--- src/include/core_params.svh ---
`ifndef CORE_PARAMS_SVH
`define CORE_PARAMS_SVH

// --------------------------------------------------
// Data path sizes
// --------------------------------------------------
`define WORD_W 32     // Bits per data word
`define SECTIONS 4    // One section per device channel
`define SECT_DEPTH 8  // Words per buffer section

// --------------------------------------------------
// Block memory and transfer sizes
// --------------------------------------------------
`define MEM_AW 9      // 512 word columns
`define COUNT_W 6     // Requested and sent counts

`endif
--- src/design/buffer_pkg.sv ---
`include "core_params.svh"

package buffer_pkg;

  // One data word as moved through the buffers
  typedef logic [`WORD_W-1:0] word_t;

  // Channel and section index
  typedef logic [1:0] sect_t;

  // Column address into the block memory
  typedef logic [`MEM_AW-1:0] col_addr_t;

  // Requested and sent word counts
  typedef logic [`COUNT_W-1:0] count_t;

endpackage

--- src/design/lsab_out.sv ---
`timescale 1ns/1ns
`include "core_params.svh"

module lsab_out import buffer_pkg::*;
(
  input  logic                         CLK_n,
  input  logic                         RST_MASTER,
  input  logic                         i_push,
  input  sect_t                        i_sel,
  input  word_t                        i_push_data,
  input  logic [`SECTIONS-1:0]         i_rd,
  output word_t [`SECTIONS-1:0]        o_rd_data,
  output logic [`SECTIONS-1:0]         o_empty,
  output logic [`SECTIONS-1:0]         o_room
);

  localparam int PW = $clog2(`SECT_DEPTH);
  localparam logic [PW:0] FULL_CNT = `SECT_DEPTH;
  localparam logic [PW:0] ROOM_MAX = `SECT_DEPTH - 2;

  logic [`SECTIONS-1:0] full;

  // --------------------------------------------------
  // One circular section per channel
  // --------------------------------------------------
  for (genvar s = 0; s < `SECTIONS; s++)
  begin : g_sect
    word_t         mem [`SECT_DEPTH];
    logic [PW-1:0] wr_ptr;
    logic [PW-1:0] rd_ptr;
    logic [PW:0]   fill;
    logic          do_push;
    logic          do_rd;

    assign do_push = i_push && (i_sel == sect_t'(s)) && !full[s];
    assign do_rd   = i_rd[s] && !o_empty[s];  // Read of empty ignored

    always_ff @(posedge CLK_n)
      if (do_push)
        mem[wr_ptr] <= i_push_data;

    always_ff @(posedge CLK_n)
      if (RST_MASTER)
      begin
        wr_ptr <= '0;
        rd_ptr <= '0;
        fill   <= '0;
      end
      else
      begin
        if (do_push)
          wr_ptr <= wr_ptr + 1'b1;
        if (do_rd)
          rd_ptr <= rd_ptr + 1'b1;
        if (do_push && !do_rd)
          fill <= fill + 1'b1;
        else if (do_rd && !do_push)
          fill <= fill - 1'b1;
      end

    assign o_rd_data[s] = mem[rd_ptr];
    assign o_empty[s]   = (fill == '0);
    assign full[s]      = (fill == FULL_CNT);
    assign o_room[s]    = (fill <= ROOM_MAX);  // Space for in-flight word plus one
  end

  // Room flag must cover the read still in flight
  a_push_not_full: assert property (@(posedge CLK_n) disable iff (RST_MASTER)
    i_push |-> !full[i_sel])
    else $error("lsab_out push into full section %0d", i_sel);

endmodule

--- config.mk ---
export PLATFORM = sky130hd
export DESIGN_NAME = lsab_out
export DESIGN_NICKNAME = d
export VERILOG_FILES = /design/src/design/buffer_pkg.sv /design/src/design/lsab_out.sv
export VERILOG_INCLUDE_DIRS = /design/src /design/src/include
export SDC_FILE = /design/constraint.sdc
export NUM_CORES = 1
export LEC_CHECK = 0
export BUFFER_PORTS_ARGS = -buffer_cell sky130_fd_sc_hd__buf_4
export CAP_MARGIN = 5
export CORE_UTILIZATION = 55
export DETAILED_ROUTE_END_ITERATION = 7
export HOLD_SLACK_MARGIN = 0.15
export PLACE_DENSITY = 0.72
export SLEW_MARGIN = 25
export SYNTH_ARGS = -nofsm -noshare
export SYNTH_HDL_FRONTEND = slang
export SYNTH_SLANG_ARGS = --single-unit
--- constraint.sdc ---
create_clock -name CLK_n -period 11.1 [get_ports CLK_n]
set_clock_uncertainty 0.15 [all_clocks]
set_input_delay 0.555 -clock CLK_n [delete_from_list [all_inputs] [get_ports CLK_n]]
set_output_delay 0.555 -clock CLK_n [all_outputs]
set_load 0.05 [all_outputs]
==> results.ini <==
[yosys]
synth_nets = 1840
syn_area_per_cell_um2 = 23.2
synth-async-reset-ratio_pct = 0
synth_warnings = 0
seq_area_frac_synth_pct = 77.3
synthFlopType = edfxtp_1
ys_ff_latch = 1076
synth_cells = 1775
synth_edf_count = 1024
syn_area_um2 = 41100
synth.distinct_cells = 38

[pwr]
p_per_area_nw_per_um2 = 222
peakVddDrop_mv = 0.207
p_leak_nw = 14.9
total_power_w = 0.0105

[worst_hold_path]
worstHoldPathType = in2reg

[global_route]
grt_use_total_pct = 22.8
grt_pass1_vias = 19500
grt_pass1_wl_um = 124000
grt_antenna_before_repair = 2
grt_overflow = 0
grt_max_degree = 65

[timing]
finalHoldViolCount = 0
grt_setup_unrepaired = false
slew-limit-headroom_pct = 35.8
final-setup-viol-count = 0
min_period_ns = 3.95
fin_crit_sh_pct = 35.6
tightestPinTransition_ns = 0.963
slew_viol_final = 0
final.setup.tns_ns = 0
max_freq_ghz = 0.253

[floorplanning]
num_io_pins = 177
die_w_um = 276
initial_core_util_pct = 56.0
dieHeight_um = 276
dieArea_um2 = 75900
core-area_um2 = 73500
core.rowCount = 99

[detailed_routing]
drt_iter0_drc = 1768
drc = 0
wl_per_cell_um = 27.5
ant_nets = 0
viasPerCell = 6.08
first_pass_iters = 4
drt-total-wl_um = 84200
vias = 18600

[placement]
placed_cell_area_um2 = 43800
dp_hpwl_um = 44800
gp_congestion = 0.708
numPortBuffers = 176

[worst_setup_path]
critPathLaunchType = flop
crit_slowest_cell = dfxtp_4
path_cells = buf_4 -> mux4_2 -> mux2_2 -> buf_4
endpoint_kind = primary output
cpPeakStageDelay_ns = 0.75
path_class = reg2out
arrival_ns = 3.25
path_common_cell = buf_4
path_max_fanout = 33
cp.required_ns = 10.40

[clock_tree]
clock_path_buffers = 3
htree_num_levels = 3
clock_latency_ns = 0.64
clock-sinks = 1076
cts_made_buffers = 102
cts_hold_buf = 3
root_buffer = clkbuf_16
post_cts_buffers = 0
cts.clk_slew.worst_paths_ns = 0.06
cts_resized = 0
cts_tree = built

[finish]
final_cell_mix = 1024 x edfxtp_1, 256 x mux4_2, 216 x buf_4, 132 x mux2_2, 106 x clkbuf_16
final_nets = 2084
area_delta_synth_final_pct = 14.7
drive_gt1_share_pct = 38.8
final_common_cell = edfxtp_1
final_area_um2 = 47200

[flow_run]
drv_cap = 0

[outcome]
status = completed

[power breakdown]
part	leakage (nW)	switching [W]	internal, W	total (W)
logic	3.57	0.00132	0.000954	0.00227
clock network	1.68	0.00142	0.00207	0.00349
registers	9.65	0.000164	0.00453	0.00469
total	14.9	0.00291	0.00755	0.0105
[cells in the mapped netlist, types with 5 or more instances]
cell         n  area [µm²]
clkbuf_1    13        48.8
nand2_1     10        37.5
mux4_2     256        5770
buf_6       24         270
mux2_2     132        1490
buf_1       33         124
xor2_1       8        70.1
a21oi_1     14        70.1
nand2b_1     9        56.3
mux2i_1     11         110
inv_1       13        48.8
edfxtp_1  1024       30700
nand3_1      5        25.0
ha_1        20         250
dfxtp_1     52        1040
xnor2_1     11        96.3
nor3_1      15        75.1
nor4_1       6        37.5
nor2_1      64         240
a31oi_1      8        50.1
[metal layers]
layer | share of wire [%] | vias up | track usage [%]
li1 | - | 7918 | -
met1 | 42 | 9947 | 33.2
met2 | 49 | 650 | 36.0
met3 | 6.3 | 110 | 3.61
met4 | 2.6 | 0 | 7.49
met5 | 0 | - | 0
[sequential cells by signal (all words and copies together) (netlist names), named ones only]
name           cells
g_sect.mem      1024
g_sect.fill       16
g_sect.wr_ptr     12
g_sect.rd_ptr     12
[cell families (layout without fill, tap and decap cells)]
logic type	Yosys count	in the layout	synth area share, %
flip-flops	1076	1076	77.3
XOR/XNOR	19	19	0.404
AO/OA/AOI/OAI	38	38	0.864
buffers and inverters	95	424	1.37
other	0	1	0
AND/OR/NAND/NOR	124	124	1.41
multiplexers	399	399	17.9
adder cells (fa/ha/maj)	24	24	0.803
[through the flow]
stage / util, % / instances / hold WS, ns / setup slack [ns]
5_1_grt: 64.3 / 3063 / 0.192 / 6.93
3_5_place_dp: 59.6 / 2871 / 0.369 / 7.71
2_1_floorplan: - / 1775 / 0.326 / 6.27
3_3_place_gp: 59.5 / 2868 / 0.339 / 7.73
6_report: 64.3 / 3064 / 0.193 / 7.15
4_1_cts: 64.3 / 3063 / 0.160 / 7.03
[cell type report]
cell class,instances,area [µm²]
Sequential cell,1076,31800
Antenna cell,1,2.50
Timing Repair Buffer,222,1730
Clock inverter,57,594
Fill cell,4709,26200
Inverter,13,48.8
Clock buffer,132,2820
Tap cell,959,1200
Multi-Input combinational cell,604,8990
[critical path: cells and delay by family (launching register included)]
family / cells / cell delay, ns
buffers and inverters: 2 / 0.85
DFF: 1 / 0.75
muxes: 2 / 0.91
[path summary, 6_finish.rpt]
kind                                 endpoint                             start  slack [ns]  cells after the start
max reg2reg    g_sect[3].fill[3]$_SDFFE_PP0P_    g_sect[3].fill[0]$_SDFFE_PP0P_        7.95                     10
max                              o_rd_data[5]                              flop        7.15                      4
min          g_sect[2].wr_ptr[2]$_SDFFE_PP0P_                          i_sel[0]        0.19                      4
min reg2reg                              flop  g_sect[1].rd_ptr[2]$_SDFFE_PP0P_        0.38                      2
Power figures use the tool's default switching activity.
