==> config.mk <==
export PLATFORM = sky130hd
export DESIGN_NAME = transfer_counter
export DESIGN_NICKNAME = d
export VERILOG_FILES = /design/src/design/buffer_pkg.sv /design/src/design/transfer_counter.sv
export VERILOG_INCLUDE_DIRS = /design/src /design/src/include
export SDC_FILE = /design/constraint.sdc
export NUM_CORES = 1
export LEC_CHECK = 0
export BUFFER_PORTS_ARGS = -buffer_cell sky130_fd_sc_hd__buf_2
export CAP_MARGIN = 20
export CORE_ASPECT_RATIO = 1.5
export CORE_MARGIN = 4
export CORE_UTILIZATION = 40
export CTS_CLUSTER_SIZE = 14
export DETAILED_ROUTE_END_ITERATION = 10
export PLACE_DENSITY = 0.67
export SLEW_MARGIN = 5
export SYNTH_ARGS = -nofsm -noshare
export SYNTH_HDL_FRONTEND = slang
export SYNTH_SLANG_ARGS = --single-unit
export TNS_END_PERCENT = 50
==> constraint.sdc <==
create_clock -name CLK_n -period 2.2 [get_ports CLK_n]
set_input_delay 0.44 -clock CLK_n [delete_from_list [all_inputs] [get_ports CLK_n]]
set_output_delay 0.44 -clock CLK_n [all_outputs]
set_load 0.02 [all_outputs]
==> src/include/core_params.svh <==
`ifndef CORE_PARAMS_SVH
`define CORE_PARAMS_SVH

// --------------------------------------------------
// Data path sizes
// --------------------------------------------------
`define WORD_W 32     // Bits per data word
`define SECTIONS 4    // One section per device channel
`define SECT_DEPTH 8  // Words per buffer section

// --------------------------------------------------
// Block memory and transfer sizes
// --------------------------------------------------
`define MEM_AW 9      // 512 word columns
`define COUNT_W 6     // Requested and sent counts

`endif
==> src/design/buffer_pkg.sv <==
`include "core_params.svh"

package buffer_pkg;

  // One data word as moved through the buffers
  typedef logic [`WORD_W-1:0] word_t;

  // Channel and section index
  typedef logic [1:0] sect_t;

  // Column address into the block memory
  typedef logic [`MEM_AW-1:0] col_addr_t;

  // Requested and sent word counts
  typedef logic [`COUNT_W-1:0] count_t;

endpackage

==> src/design/transfer_counter.sv <==
`timescale 1ns/1ns
`include "core_params.svh"

module transfer_counter import buffer_pkg::*;
(
  input  logic       CLK_n,
  input  logic       RST_MASTER,
  input  logic       i_load,
  input  col_addr_t  i_start,
  input  count_t     i_count_req,
  input  logic       i_step,
  output col_addr_t  o_addr,
  output count_t     o_count_sent,
  output logic       o_last
);

  count_t count_req_q;

  // --------------------------------------------------
  // Address and count registers
  // --------------------------------------------------
  always_ff @(posedge CLK_n)
    if (RST_MASTER)
    begin
      o_addr       <= '0;
      o_count_sent <= '0;
      count_req_q  <= '0;
    end
    else if (i_load)
    begin
      o_addr       <= i_start;
      o_count_sent <= '0;
      count_req_q  <= i_count_req;
    end
    else if (i_step)
    begin
      o_addr       <= o_addr + col_addr_t'(1);  // Wraps at memory size
      o_count_sent <= o_count_sent + count_t'(1);
    end

  // Zero request ends the block right at load
  assign o_last = i_load ? (i_count_req == '0)
                         : (count_t'(o_count_sent + count_t'(1)) == count_req_q);

endmodule

==> PnR_summary.wiki <==
{| class="wikitable"
! Metric !! Value
|-
| I/O Buffers || 34
|-
| Fmax achieved || 0.477 GHz
|-
| Leakage power || 0.576 nW
|-
| Buffer type at the clock tree root || clkbuf_4
|-
| Area of the core || 0.00250 sq mm
|-
| Post-Route WL || 2380 um
|-
| Portion of the clock cycle consumed by the worst path in the final layout || 0.953
|-
| Met2 wirelength from detailed routing || 1190 um
|-
| Die height || 71.6 um
|-
| GP Congestion || 0.789
|-
| Final number of setup-violating endpoints || 0
|-
| Number of distinct standard cells referenced by the synthesized netlist || 29
|-
| Period minus WS final || 2100 ps
|-
| Synthesis-to-layout area growth || 23.6%
|-
| Clock tree buffer depth || 2
|-
| Number of antenna violations at the first check in global routing || 0
|-
| Layout net count || 178
|-
| Worst slew margin || 0.804
|-
| Final total power || 0.727 mW
|-
| Sequential share of the synthesized area || 0.389
|-
| Total power density per cell area || 545 mW/mm^2
|-
| Synthesized area per cell || 8.85 sq um
|-
| Worst hold margin || 370 ps
|-
| Peak ir drop on the vdd network || 0.318 mV
|-
| Number of antenna-violating nets in the routed design || 0
|-
| Worst Setup Start Kind || flop
|-
| Overall fraction of global-route tracks in use || 0.141
|-
| Wire length of the first global-routing pass || 3970 um
|-
| Kind of end point of the critical path || output port
|-
| Routed wirelength normalized by instance count || 12.4 um
|-
| Sinks on the clock net || 21
|-
| Largest fanout of any net on the critical path || 6
|-
| Residual DRC count || 0
|-
| First drt pass iteration count || 4
|-
| Count of hold buffers inserted by post-cts repair || 0
|-
| Uppermost signal routing layer after detailed routing || met4
|-
| Effective utilization at floorplan || 0.431
|-
| DPL Wire Length || 1840 um
|-
| Worst-margin pin slew || 294 ps
|-
| Gr ovfl total || 0
|-
| Max-slew violation count || 0
|-
| Hold violation count in the final report || 0
|-
| Pin count of the biggest net entering global routing || 17
|-
| RSZ-0062 raised after global routing || no
|-
| Register-to-register path setup slack || 780 ps
|-
| Clock skew after layout || 5.52 ps
|-
| Clock transition at the registers of the reported paths || 120 ps
|-
| Total negative slack || 0 ps
|-
| Post-detailed-route via-to-cell ratio || 4.92
|-
| Kind of critical path || flop to output port
|-
| Required arrival time at the worst endpoint || 1760 ps
|-
| Number of max-cap violations || 0
|-
| I/O pin cnt || 35
|-
| Area enclosed by the die boundary || 0.00361 sq mm
|-
| Total of flip-flops plus latches after synthesis || 21
|-
| Via count || 945
|-
| Die boundary width || 50.4 um
|-
| Antenna diode count || 0
|-
| Proportion of layout cells with a drive suffix above 1 || 0.333
|-
| Number of nets produced by synthesis || 143
|-
| CTS buffer count || 3
|-
| Routed wire length on met3 || 128 um
|-
| HP Class || input pin to flop
|-
| Yosys warning total || 0
|-
| # H-tree levels || 1
|-
| Arrival @ worst endpoint || 1660 ps
|-
| M1 WL || 1030 um
|-
| Later-pin clock latency in the skew report || 300 ps
|-
| TritonCTS clock tree || done
|-
| Vias in the first global route || 880
|-
| Cell count after synthesis || 122
|-
| Core Rows || 22
|-
| Result of the run || finished clean
|-
| Iteration-0 DRC count of the detailed router || 26
|-
| Area of the mapped netlist || 0.00108 sq mm
|}
-- placed cells by master (no fill, tap or decap), types with 4 or more instances in the layout --
cell type   n
nand2_1     7
nor2_1     22
mux2i_1     9
xnor2_1    10
xor2_1      9
a211oi_1    4
dfxtp_1    18
nand4_1     5
buf_2      34
-- per-layer routing --
layer,global-route usage,vias up
met5,0,-
met4,0.0569,0
met3,0.0249,2
met2,0.243,22
met1,0.172,433
li1,-,488
-- area by class of cell --
class | instances | area [sq um]
clock buffers | 3 | 22.5
repair buffers | 37 | 193
fillers | 246 | 1170
multi-input cells | 92 | 638
clock inverters | 1 | 5.00
inverters | 2 | 7.51
well taps | 36 | 45.0
flip-flops and latches | 21 | 424
-- synth_stat cells --
library cell  number  share of area
xnor2_1           10          0.081
nand3_2            2          0.019
or2_2              1         0.0058
buf_1              1         0.0035
a21oi_1            2         0.0093
nor2_1            22          0.076
nand4_1            5          0.029
or3_1              2          0.012
buf_4              1         0.0070
mux2i_1            9          0.083
nand2_1            7          0.024
ha_1               2          0.023
nor4_1             2          0.012
a31o_1             1         0.0081
nor3_1             1         0.0046
clkbuf_1           2         0.0070
o22ai_1            1         0.0058
a211oi_1           4          0.028
buf_2              3          0.014
dfxtp_1           21           0.39
xor2_1             9          0.073
and3_1             1         0.0058
nor3_2             2          0.019
or4_1              1         0.0070
o21ai_0            3          0.014
inv_1              2         0.0070
a311oi_1           2          0.016
and3b_1            1         0.0081
nand3_1            2         0.0093
-- kinds of logic (layout without fill, tap and decap cells) --
| family | count (synthesis) | in the layout | synth area share |
|---|---|---|---|
| XOR/XNOR | 19 | 19 | 0.154 |
| multiplexers | 9 | 9 | 0.0834 |
| buffers and inverters | 9 | 43 | 0.0382 |
| AND/OR/NAND/NOR | 49 | 49 | 0.231 |
| adder cells (fa/ha/maj) | 2 | 2 | 0.0232 |
| flip-flops | 21 | 21 | 0.389 |
| AO/OA/AOI/OAI | 13 | 13 | 0.0811 |
-- per-stage QoR --
| step | instance area [sq um] | util | setup slack, ps | instances |
|---|---|---|---|---|
| global route | 1340 | 0.533 | 4.09 | 192 |
| floorplan | 1080 | - | 302 | 122 |
| CTS | 1320 | 0.525 | 12.6 | 192 |
| finish | 1340 | 0.533 | 103 | 192 |
| global placement | 1280 | 0.512 | 248 | 188 |
| detailed placement | 1280 | 0.512 | 199 | 188 |
-- state kept, by name, summed over array words and instances (netlist names) --
| register | flops |
|---|---|
| o_addr | 9 |
| count_req_q | 6 |
| o_count_sent | 6 |
-- critical path: stages, from the launching register on --
cell,delay (ps)
dfxtp_2,360
ha_4,180
and3b_1,160
nor3_1,170
o22ai_1,110
a31o_1,220
buf_2,150
-- power by group --
| part | internal [mW] | switching [mW] |
|---|---|---|
| Combinational | 0.0570 | 0.0696 |
| Sequential | 0.400 | 0.0194 |
| Clock | 0.0676 | 0.114 |
-- final timing paths --
check	startpoint	end	depth (start not counted)
max	o_count_sent[1]$_SDFFE_PP0P_	o_last	6
max reg2reg	o_addr[0]$_SDFFE_PP0P_	o_addr[6]$_SDFFE_PP0P_	4
min reg2reg	count_req_q[1]$_SDFFE_PP0P_	count_req_q[1]$_SDFFE_PP0P_	2
min	i_start[1]	o_addr[1]$_SDFFE_PP0P_	3
-- timing repair --
| action | CTS | global route |
|---|---|---|
| endpoints found under the setup margin | 1 | 1 |
| resized for setup | 2 | 5 |
| pin swaps | 0 | 0 |
| setup buffers | 0 | 0 |
Note: power is estimated with default switching activity, not from simulation.
