--- src/include/core_params.svh ---
`ifndef CORE_PARAMS_SVH
`define CORE_PARAMS_SVH

// --------------------------------------------------
// Data path sizes
// --------------------------------------------------
`define WORD_W 32     // Bits per data word
`define SECTIONS 4    // One section per device channel
`define SECT_DEPTH 8  // Words per buffer section

// --------------------------------------------------
// Block memory and transfer sizes
// --------------------------------------------------
`define MEM_AW 9      // 512 word columns
`define COUNT_W 6     // Requested and sent counts

`endif
--- src/design/buffer_pkg.sv ---
`include "core_params.svh"

package buffer_pkg;

  // One data word as moved through the buffers
  typedef logic [`WORD_W-1:0] word_t;

  // Channel and section index
  typedef logic [1:0] sect_t;

  // Column address into the block memory
  typedef logic [`MEM_AW-1:0] col_addr_t;

  // Requested and sent word counts
  typedef logic [`COUNT_W-1:0] count_t;

endpackage

--- src/design/lsab_in.sv ---
`timescale 1ns/1ns
`include "core_params.svh"

module lsab_in import buffer_pkg::*;
(
  input  logic                         CLK_n,
  input  logic                         RST_MASTER,
  input  logic [`SECTIONS-1:0]         i_wr,
  input  word_t [`SECTIONS-1:0]        i_wr_data,
  input  sect_t                        i_sel,
  input  logic                         i_pop,
  output word_t                        o_head,
  output logic [`SECTIONS-1:0]         o_empty,
  output logic [`SECTIONS-1:0]         o_full
);

  localparam int PW = $clog2(`SECT_DEPTH);
  localparam logic [PW:0] FULL_CNT = `SECT_DEPTH;

  word_t heads [`SECTIONS];

  // --------------------------------------------------
  // One circular section per channel
  // --------------------------------------------------
  for (genvar s = 0; s < `SECTIONS; s++)
  begin : g_sect
    word_t         mem [`SECT_DEPTH];
    logic [PW-1:0] wr_ptr;
    logic [PW-1:0] rd_ptr;
    logic [PW:0]   fill;
    logic          do_wr;
    logic          do_pop;

    assign do_wr  = i_wr[s] && !o_full[s];  // Word dropped when full
    assign do_pop = i_pop && (i_sel == sect_t'(s)) && !o_empty[s];

    always_ff @(posedge CLK_n)
      if (do_wr)
        mem[wr_ptr] <= i_wr_data[s];

    always_ff @(posedge CLK_n)
      if (RST_MASTER)
      begin
        wr_ptr <= '0;
        rd_ptr <= '0;
        fill   <= '0;
      end
      else
      begin
        if (do_wr)
          wr_ptr <= wr_ptr + 1'b1;
        if (do_pop)
          rd_ptr <= rd_ptr + 1'b1;
        if (do_wr && !do_pop)
          fill <= fill + 1'b1;
        else if (do_pop && !do_wr)
          fill <= fill - 1'b1;
      end

    assign heads[s]   = mem[rd_ptr];
    assign o_empty[s] = (fill == '0);
    assign o_full[s]  = (fill == FULL_CNT);
  end

  assign o_head = heads[i_sel];  // Head of the mover's section

  // Mover only pops when it has seen a word waiting
  a_pop_not_empty: assert property (@(posedge CLK_n) disable iff (RST_MASTER)
    i_pop |-> !o_empty[i_sel])
    else $error("lsab_in pop of empty section %0d", i_sel);

endmodule

--- config.mk ---
export PLATFORM = sky130hd
export DESIGN_NAME = lsab_in
export DESIGN_NICKNAME = d
export VERILOG_FILES = /design/src/design/buffer_pkg.sv /design/src/design/lsab_in.sv
export VERILOG_INCLUDE_DIRS = /design/src /design/src/include
export SDC_FILE = /design/constraint.sdc
export NUM_CORES = 1
export LEC_CHECK = 0
export ABC_AREA = 0
export BUFFER_PORTS_ARGS = -buffer_cell sky130_fd_sc_hd__buf_2
export CELL_PAD_IN_SITES_DETAIL_PLACEMENT = 0
export CELL_PAD_IN_SITES_GLOBAL_PLACEMENT = 1
export CORE_MARGIN = 2
export CORE_UTILIZATION = 25
export CTS_CLUSTER_DIAMETER = 200
export DETAILED_ROUTE_END_ITERATION = 7
export PLACE_DENSITY = 0.5
export SYNTH_ARGS = -nofsm -noshare
export SYNTH_HDL_FRONTEND = slang
export SYNTH_SLANG_ARGS = --single-unit
export TNS_END_PERCENT = 100
--- constraint.sdc ---
create_clock -name CLK_n -period 9.15 [get_ports CLK_n]
set_clock_uncertainty 0.2 [all_clocks]
set_input_delay 1.83 -clock CLK_n [delete_from_list [all_inputs] [get_ports CLK_n]]
set_output_delay 1.83 -clock CLK_n [all_outputs]
set_load 0.005 [all_outputs]
==> results by group <==
Critical path
  • Critical path arrival: ~4.5 ns
  • Crit-path cells: buf_2, nand4bb_2, buf_4, o22ai_1, nor4_1, nand2_1, buf_2
  • Endpoint class of the critical path: output pin
  • CP startpoint kind: input port
  • Crit path top cell by count: buf_2
  • R2R Path Start: g_sect[1].fill[0]
  • Critical Path RT: between 7 and 8 ns
  • CP Class: in2out
  • Worst-path fanout max: 21
  • Critical path startpoint: i_sel[1]
  • Top Family by Delay on Critical Path: simple AND/OR/NAND/NOR gates
  • Slowest cell on crit path: nand4bb_2
  • CP max stage delay: just over 0.6 ns
  • CP bufs+invs: 3

Final layout
  • Layout area overhead: 17.9%
  • Design area: roughly 49,000 sq um
  • Fraction of layout cells with a size suffix above 1: 0.171
  • Most common cell after layout, fill and taps aside: edfxtp_1
  • Most frequent cells in the layout: edfxtp_1 (1,024), mux2i_1 (521), o22ai_1 (256), buf_2 (176), clkbuf_16 (108)
  • Post-Layout Cell Count: about 4,800
  • Total Nets Final: 2,692

Timing
  • Minimum clock period: between 6 and 7 ns
  • Setup TNS: 0 ns
  • Worst-Margin Slew: roughly 1.1 ns
  • Max Freq: approximately 0.15 GHz
  • Worst slew margin: 0.289
  • Max-slew violations: 0
  • Final setup vio count: 0
  • Final Hold Vio Count: 0
  • RSZ-0062 raised after global routing: no
  • Tcrit/Tclk final: 0.710

Route
  • Iter 0 DRT Violations: ~1,700
  • DR pass1 iterations: 5
  • Wire length per cell: about 29 microns
  • Antenna-violating nets left: 0
  • Total number of vias: roughly 22,000
  • DRT Wirelength: 141,000 microns
  • DR vias/cell: ~4.7
  • Residual DRC: 0

Synth
  • FF+latch count, synth: 1,076
  • Synth cell types: 34
  • Synth Cell Area: around 41,000 sq um
  • Post-synth top flop: edfxtp_1
  • Post-synthesis cell count: 2,323
  • Async S/R FF share, synth: 0
  • Avg Inst Size Synth: approximately 18 sq um
  • Synth warn: 0
  • Sequential fraction of the synthesis area: 0.769
  • Synth Net Count: 2,484
  • EDFF count, synth: just over 1,000

Floorplan
  • Core area: ~160,000 sq um
  • Die Footprint: about 170,000 sq um
  • IO Count: about 180
  • Die Ht: slightly above 400 microns
  • Row count: between 100 and 150
  • Starting density of the core: 0.251
  • Die Width: approximately 410 microns

Global routing
  • Initial antenna violation count: 58
  • GR Util All Layers: 0.164
  • Total grt overflow: 0
  • Pin count of the biggest net entering global routing: 90
  • First-pass GRT wire length: between 150,000 and 200,000 microns
  • Vias in the first global route: about 23,000

Clock network
  • H-tree Lvls: 3
  • PostCTS Resize Cnt: 0
  • CTS buffer count: roughly 110
  • Clock Sink Count: about 1,100
  • CTS max path bufs: 3
  • Clock root buffer: clkbuf_16
  • Postcts setup bufs: 0
  • Hold_buf cts: 0
  • Clk pin slew, worst setup/hold paths: roughly 0.060 ns
  • CTS tree: yes
  • Worst-skew pair later-pin latency: about 0.7 ns

Worst hold path
  • Hold Path Class: reg2reg
  • Hold Startpoint: g_sect[3].wr_ptr[0]

Place
  • DP HPWL: 76,900 microns
  • GPL Wtd Cong: approximately 0.76
  • Placed instance area: 45,000 sq um
  • Cells after DPL: between 4,000 and 5,000
  • IO Port Bufs: 176

Run
  • Max-Cap Viols: 0

Pwr
  • Peak VDD IR: 0.160 mV
  • Power Density: 241 nW/um^2
  • LEAKAGE: 14.8 nW

Status
  • Status: finished clean
[path summary, 6_finish.rpt]
check | endpoint | slack, ns | cells after the start
max reg2reg | g_sect[1].fill[3] | 5.92 | 10
max | o_head[27] | 2.65 | 7
min reg2reg | g_sect[3].wr_ptr[0] | 0.32 | 2
min | g_sect[3].wr_ptr[0] | 0.32 | 2
[cell families (layout without fill, tap and decap cells)]
kind of cell / Yosys count / in the layout / synth area share
flops: 1076 / 1076 / 0.769
mux: 525 / 525 / 0.127
compound gates: 276 / 276 / 0.0415
simple gates: 252 / 252 / 0.0325
buf+inv: 147 / 443 / 0.0166
fa+ha+maj: 24 / 24 / 0.00799
xor+xnor: 23 / 23 / 0.00487
other cells: 0 / 12 / 0
[layout make-up]
class                           instances  area, sq um
Antenna cell                           12         30.0
Sequential cell                      1076        31800
Inverter                               18         67.6
Clock inverter                         74          923
Fill cell                           16055       116000
Tap cell                             2189         2740
Clock buffer                          122         2760
Multi-Input combinational cell       1100         9100
Timing Repair Buffer                  229         1300
[routing by layer]
| layer | part of all wire | GRT usage |
|---|---|---|
| met5 | 0.0020 | 0 |
| met4 | 0.022 | 0.0423 |
| met3 | 0.064 | 0.0343 |
| met2 | 0.51 | 0.292 |
| met1 | 0.40 | 0.202 |
[synthesized netlist by cell type (12+ instances only)]
| library cell | instances | area [sq um] |
|---|---|---|
| edfxtp_1 | 1024 | 30700 |
| mux2i_1 | 521 | 5220 |
| o22ai_1 | 256 | 1600 |
| buf_2 | 76 | 380 |
| nor4_1 | 67 | 419 |
| nor2_1 | 64 | 240 |
| dfxtp_1 | 52 | 1040 |
| nand2_1 | 49 | 184 |
| clkbuf_1 | 45 | 169 |
| ha_1 | 20 | 250 |
| inv_1 | 15 | 56.3 |
| nor3_1 | 14 | 70.1 |
| xor2_1 | 13 | 114 |
| a21oi_1 | 12 | 60.1 |
[state kept, by name, indices dropped and copies added, names as in the netlist, named ones only]
name and cells:
g_sect.mem 1024, g_sect.fill 16, g_sect.rd_ptr 12, g_sect.wr_ptr 12
[power by group]
group          internal, mW  switching (mW)  leakage [nW]
logic                 0.398           0.855          3.30
registers              5.74           0.124          9.72
clock network          2.72            1.89          1.76
[per-stage QoR]
stage	total power, mW	hold slack [ns]	setup WS [ns]	utilization
after floorplan	6.61	0.275	3.42	-
after global placement	7.19	0.289	2.71	0.273
after detailed placement	7.24	0.310	2.66	0.273
after CTS	11.9	0.320	2.65	0.296
after global routing	12.1	0.355	2.59	0.296
final	11.7	0.315	2.65	0.296
[worst register-to-register path: cells and delay by family (launching register included)]
family / cells / cell delay, ns
AOI/OAI and AO/OA: 3 / 0.56
and+or+nand+nor: 2 / 0.88
muxes: 1 / 0.36
buffers and inverters: 2 / 0.23
adders and majority gates: 2 / 0.52
DFF: 1 / 0.36
Note: power is estimated with default switching activity, not from simulation.
