[config.mk]
export PLATFORM = sky130hd
export DESIGN_NAME = mover_fsm
export DESIGN_NICKNAME = d
export VERILOG_FILES = /design/src/design/mover_pkg.sv /design/src/design/buffer_pkg.sv /design/src/design/mover_fsm.sv
export VERILOG_INCLUDE_DIRS = /design/src /design/src/include
export SDC_FILE = /design/constraint.sdc
export NUM_CORES = 1
export LEC_CHECK = 0
export ABC_AREA = 0
export BUFFER_PORTS_ARGS = -buffer_cell sky130_fd_sc_hd__buf_4
export CORE_UTILIZATION = 34
export CTS_BUF_LIST = sky130_fd_sc_hd__clkbuf_2
export DETAILED_ROUTE_END_ITERATION = 7
export PLACE_DENSITY = 0.65
export RECOVER_POWER = 25
export SYNTH_ARGS = -nofsm -noshare
export SYNTH_HDL_FRONTEND = slang
export SYNTH_SLANG_ARGS = --single-unit
[constraint.sdc]
create_clock -name CLK_n -period 2.5 [get_ports CLK_n]
set_clock_uncertainty 0.15 [all_clocks]
set_input_delay 0.5 -clock CLK_n [delete_from_list [all_inputs] [get_ports CLK_n]]
set_output_delay 0.5 -clock CLK_n [all_outputs]
set_load 0.05 [all_outputs]
[src/include/core_params.svh]
`ifndef CORE_PARAMS_SVH
`define CORE_PARAMS_SVH

// --------------------------------------------------
// Data path sizes
// --------------------------------------------------
`define WORD_W 32     // Bits per data word
`define SECTIONS 4    // One section per device channel
`define SECT_DEPTH 8  // Words per buffer section

// --------------------------------------------------
// Block memory and transfer sizes
// --------------------------------------------------
`define MEM_AW 9      // 512 word columns
`define COUNT_W 6     // Requested and sent counts

`endif
[src/design/mover_pkg.sv]
package mover_pkg;

  // Direction opcode of a block transfer
  typedef enum logic
  {
    DIR_FILL,  // Input section to memory
    DIR_EMPTY  // Memory to output section
  } dir_e;

  // Mover sequencer states
  typedef enum logic [1:0]
  {
    IDLE,
    FILL,
    EMPTY,
    DONE
  } mover_state_e;

endpackage

[src/design/buffer_pkg.sv]
`include "core_params.svh"

package buffer_pkg;

  // One data word as moved through the buffers
  typedef logic [`WORD_W-1:0] word_t;

  // Channel and section index
  typedef logic [1:0] sect_t;

  // Column address into the block memory
  typedef logic [`MEM_AW-1:0] col_addr_t;

  // Requested and sent word counts
  typedef logic [`COUNT_W-1:0] count_t;

endpackage

[src/design/mover_fsm.sv]
`timescale 1ns/1ns
`include "core_params.svh"

module mover_fsm import buffer_pkg::*, mover_pkg::*;
(
  input  logic                  CLK_n,
  input  logic                  RST_MASTER,
  input  logic                  i_issue,
  input  dir_e                  i_dir,
  input  sect_t                 i_section,
  input  logic [`SECTIONS-1:0]  i_in_empty,
  input  logic [`SECTIONS-1:0]  i_out_room,
  input  logic                  i_last,
  output logic                  o_load,
  output logic                  o_step,
  output logic                  o_pop,
  output logic                  o_mem_we,
  output logic                  o_mem_re,
  output logic                  o_push,
  output sect_t                 o_sel,
  output logic                  o_working,
  output logic                  o_done,
  output logic                  o_abrupt_stop,
  output logic                  o_irq
);

  mover_state_e state;
  mover_state_e state_nxt;
  sect_t        sel_q;
  logic         stop_nxt;

  // --------------------------------------------------
  // Next state and beat strobes
  // --------------------------------------------------
  always_comb
  begin
    state_nxt = state;
    o_load    = 1'b0;
    o_step    = 1'b0;
    o_pop     = 1'b0;
    o_mem_we  = 1'b0;
    o_mem_re  = 1'b0;
    stop_nxt  = 1'b0;
    case (state)
      IDLE:
        if (i_issue)
        begin
          o_load = 1'b1;
          if (i_last)
            state_nxt = DONE;  // Count zero
          else if (i_dir == DIR_FILL)
            state_nxt = FILL;
          else
            state_nxt = EMPTY;
        end
      FILL:
        if (i_in_empty[sel_q])
        begin
          stop_nxt  = 1'b1;  // Ran out of input words
          state_nxt = DONE;
        end
        else
        begin
          o_pop    = 1'b1;
          o_mem_we = 1'b1;
          o_step   = 1'b1;
          if (i_last)
            state_nxt = DONE;
        end
      EMPTY:
        if (i_out_room[sel_q])  // Otherwise stall on the same address
        begin
          o_mem_re = 1'b1;
          o_step   = 1'b1;
          if (i_last)
            state_nxt = DONE;
        end
      DONE:
        state_nxt = IDLE;
      default:
        state_nxt = IDLE;
    endcase
  end

  // --------------------------------------------------
  // State, section latch and status registers
  // --------------------------------------------------
  always_ff @(posedge CLK_n)
    if (RST_MASTER)
    begin
      state         <= IDLE;
      sel_q         <= '0;
      o_push        <= 1'b0;
      o_abrupt_stop <= 1'b0;
      o_irq         <= 1'b0;
    end
    else
    begin
      state  <= state_nxt;
      o_push <= o_mem_re;  // Read data lands one cycle later
      if (o_load)
      begin
        sel_q         <= i_section;
        o_abrupt_stop <= 1'b0;
      end
      else if (stop_nxt)
        o_abrupt_stop <= 1'b1;
      if (state_nxt == DONE)
        o_irq <= ~o_irq;  // One toggle per block
    end

  assign o_sel     = sel_q;
  assign o_working = (state == FILL) || (state == EMPTY);
  assign o_done    = (state == DONE);

  a_done_pulse: assert property (@(posedge CLK_n) disable iff (RST_MASTER)
    o_done |=> !o_done)
    else $error("o_done held longer than one cycle");

  // Fill and empty beats never overlap
  a_pop_push: assert property (@(posedge CLK_n) disable iff (RST_MASTER)
    !(o_pop && o_push))
    else $error("pop and push in the same cycle");

endmodule

==> results by group <==
Yosys
  – Syn Inst Count: 51
  – Yosys reg bits: 7
  – Seq/Total Area, Yosys: 30.9%
  – Synth top cells by count: 7 x dfxtp_1, 7 x nand2_1, 5 x a21oi_1, 5 x ha_1
  – Netlist cell types: 21
  – Number of synthesis warnings: 0
  – Net Count, Synth: 71
  – Most used DFF post-synth: dfxtp_1
  – Yosys top cell area share: between 30% and 40%
  – Dominant cells by area after synthesis: dfxtp_1 31%, ha_1 14%, nand2_1 5.8%
  – Post-synth EDFFs: 0
  – Avg Cell Area, Syn: 8.91 sq um
  – Ys async rst share: 0%
  – Biggest area consumer among synthesized cells: dfxtp_1
  – Post-Syn Area: 454 sq um

Worst setup path
  – Register-to-register setup slack: between 400 and 500 ps
  – Worst R2R Path Depth: 7
  – CP Max Fanout: 5
  – CP required: ~1900 ps
  – Crit path arrival time: about 1700 ps
  – Critical Setup Path Class: flip-flop to output pin
  – Startpoint Class: flip-flop
  – Critical path endpoint category: output pin
  – Launch point of the worst reg-to-reg path: state[0]$_SDFF_PP0_
  – FF-to-FF End: o_irq$_SDFFE_PP0N_
  – Worst Setup SP: state[0]$_SDFF_PP0_

Clocking
  – Post-CTS setup buffers: 0
  – CTS clk-pin slew, worst paths: 70 ps
  – CTS sink count: 7
  – Skew-Pair Late Insertion Delay: between 200 and 250 ps
  – # H-tree levels: 1
  – CTS Hold Bufs: 0
  – CTS Buffer Depth: 2
  – Cts bufs inserted: 3
  – CTS root buf: clkbuf_2
  – Resized Gates After CTS: 0
  – TritonCTS clock tree: yes

STA
  – Rel. slew slack: 59.9%
  – Final setup viols: 0
  – Final min period: between 2000 and 2500 ps
  – Worst-case hold slack: around 340 ps
  – Worst Max-Slew Pin Slew: 604 ps
  – Final period util: 92.3%
  – Fmax achieved: roughly 430 MHz
  – Final TNS setup: 0 ps
  – Final Hold Fails: 0
  – Unrepaired setup endpoints after global routing: false
  – Max-slew violations: 0

GRT
  – Number of global-route vias before repair: 426
  – Grt total ovfl: 0
  – Initial antenna violation count: 0
  – Largest net degree at the start of global routing: 9
  – First-pass GRT wire length: 1.66 mm
  – Gr usage total: 16.3%

Routing
  – Met2 wire len: 488 um
  – Drt via density: slightly below 5
  – Pre-antenna DRT Iters: 3
  – Initial DRC Count: 3
  – Post-Route WL: a little over 1 mm
  – WL met1: about 430 um
  – Final ANT Viol Nets: 0
  – DR WL met3: 118 um
  – Drt wl/cell: 11.0 um
  – Max Used Layer: met3
  – DRC Markers: 0
  – Via Count: 467

Floorplan
  – Initial Util: 38.8%
  – Die X: 38.6 um
  – Cell Rows: 12
  – I/O pin count: 27
  – Die ar.: 1490 sq um
  – Core footprint: roughly 1200 sq um
  – Die H: just under 40 um

Pwr
  – Sequential Power Share: about 22%
  – Sw frac: roughly 53%
  – Switch Pwr: between 400 and 500 uW
  – Clock share of power: 9.9%
  – Combinational Power Share: 68.3%
  – Pwr Total: 833 uW
  – Internal power component: 394 uW
  – Peak VDD IR: 0.777 mV
  – Static leakage: 0.000319 uW
  – Pwr dens: 1210 nW/um^2

Placement
  – Routability cong.: 0.699
  – # port buffers: 26
  – Detailed Place HPWL: approximately 830 um

Layout
  – Final Util: 58.8%
  – Footprint of the multi-input gates: 310 sq um
  – Register Area: 141 sq um
  – # nets final: 101
  – Ant diodes: 0
  – Share of cells above drive strength 1: 43.8%
  – Layout fillers: 123
  – Area delta synth->final: 51.5%

Hold path
  – WHS Endpoint: o_sel[0]$_SDFFE_PP0P_
  – Worst min path class: input port to flip-flop
  – Min-delay src: RST_MASTER
  – Hold depth: 2

Run
  – MaxCap Viol Count: 0

Status
  – Outcome: complete, no violations
critical path, stage by stage, from the launching register on:
cell     delay, ps
dfxtp_1        360
inv_1          130
ha_1           250
nand2_1         90
o22ai_2        260
o21a_2         170
buf_4          180
worst max-delay path by stage:
stage / end / slack (ps) / cells past startpoint
3_3_place_gp: o_step / 280 / 5
6_report: o_step / 190 / 6
2_1_floorplan: o_step / 50 / 3
5_1_grt: o_step / 70 / 6
3_5_place_dp: o_step / 280 / 5
4_1_cts: o_step / 170 / 6
sequential cells by signal, indices dropped and copies added (netlist names):
register and count:
o_push 1, o_irq 1, o_abrupt_stop 1, state 2, o_sel 2
cells by family after synthesis:
group	synth area share (%)
AOI/OAI and AO/OA	19.6
adders and majority gates	13.8
DFF	30.9
buffers and inverters	4.13
muxes	12.7
and+or+nand+nor	19.0
stage by stage:
| stage | cell area [sq um] | setup slack, ps | std cells |
|---|---|---|---|
| detailed placement | 676 | 278 | 90 |
| finish | 688 | 192 | 94 |
| CTS | 696 | 170 | 94 |
| global route | 688 | 69.5 | 94 |
| global placement | 676 | 282 | 90 |
| floorplan | 470 | 52.5 | 51 |
cell usage in the layout, fill, tap and decap left out:
cell and instances:
clkbuf_2 4, o31a_1 1, mux2i_1 2, dfxtp_1 6, nor3_1 2, nor2b_1 2
nand2b_1 1, nand3b_1 1, clkbuf_1 2, a21oi_1 5, nor3_2 1, mux2_4 1
buf_4 24, inv_1 3, mux4_2 1, a211o_1 1, dfxtp_2 1, o21ai_0 2
ha_1 5, a211oi_1 3, nor2b_4 1, o22ai_2 1, o21a_2 1, nand2_1 7
nor2_1 2
final cells by class:
cell class / count / area share (%)
multi-input cells: 40 / 45.1
inverters: 3 / 1.64
clock buffers: 4 / 2.91
repair buffers: 26 / 27.3
flip-flops and latches: 7 / 20.5
well taps: 14 / 2.55
routing by layer:
metal | GRT usage [%] | vias to the layer above
met5 | 0 | -
met4 | 7.76 | 0
met3 | 4.65 | 0
met2 | 27.5 | 22
met1 | 18.6 | 205
li1 | - | 240
power by group through the flow:
stage / clock network (uW) / registers (uW) / logic [uW]
finish: 82.5 / 181 / 569
CTS: 84.3 / 183 / 578
detailed placement: 0 / 185 / 575
global route: 90.0 / 187 / 616
floorplan: 0 / 242 / 378
global placement: 0 / 186 / 573
Power figures use the tool's default switching activity.
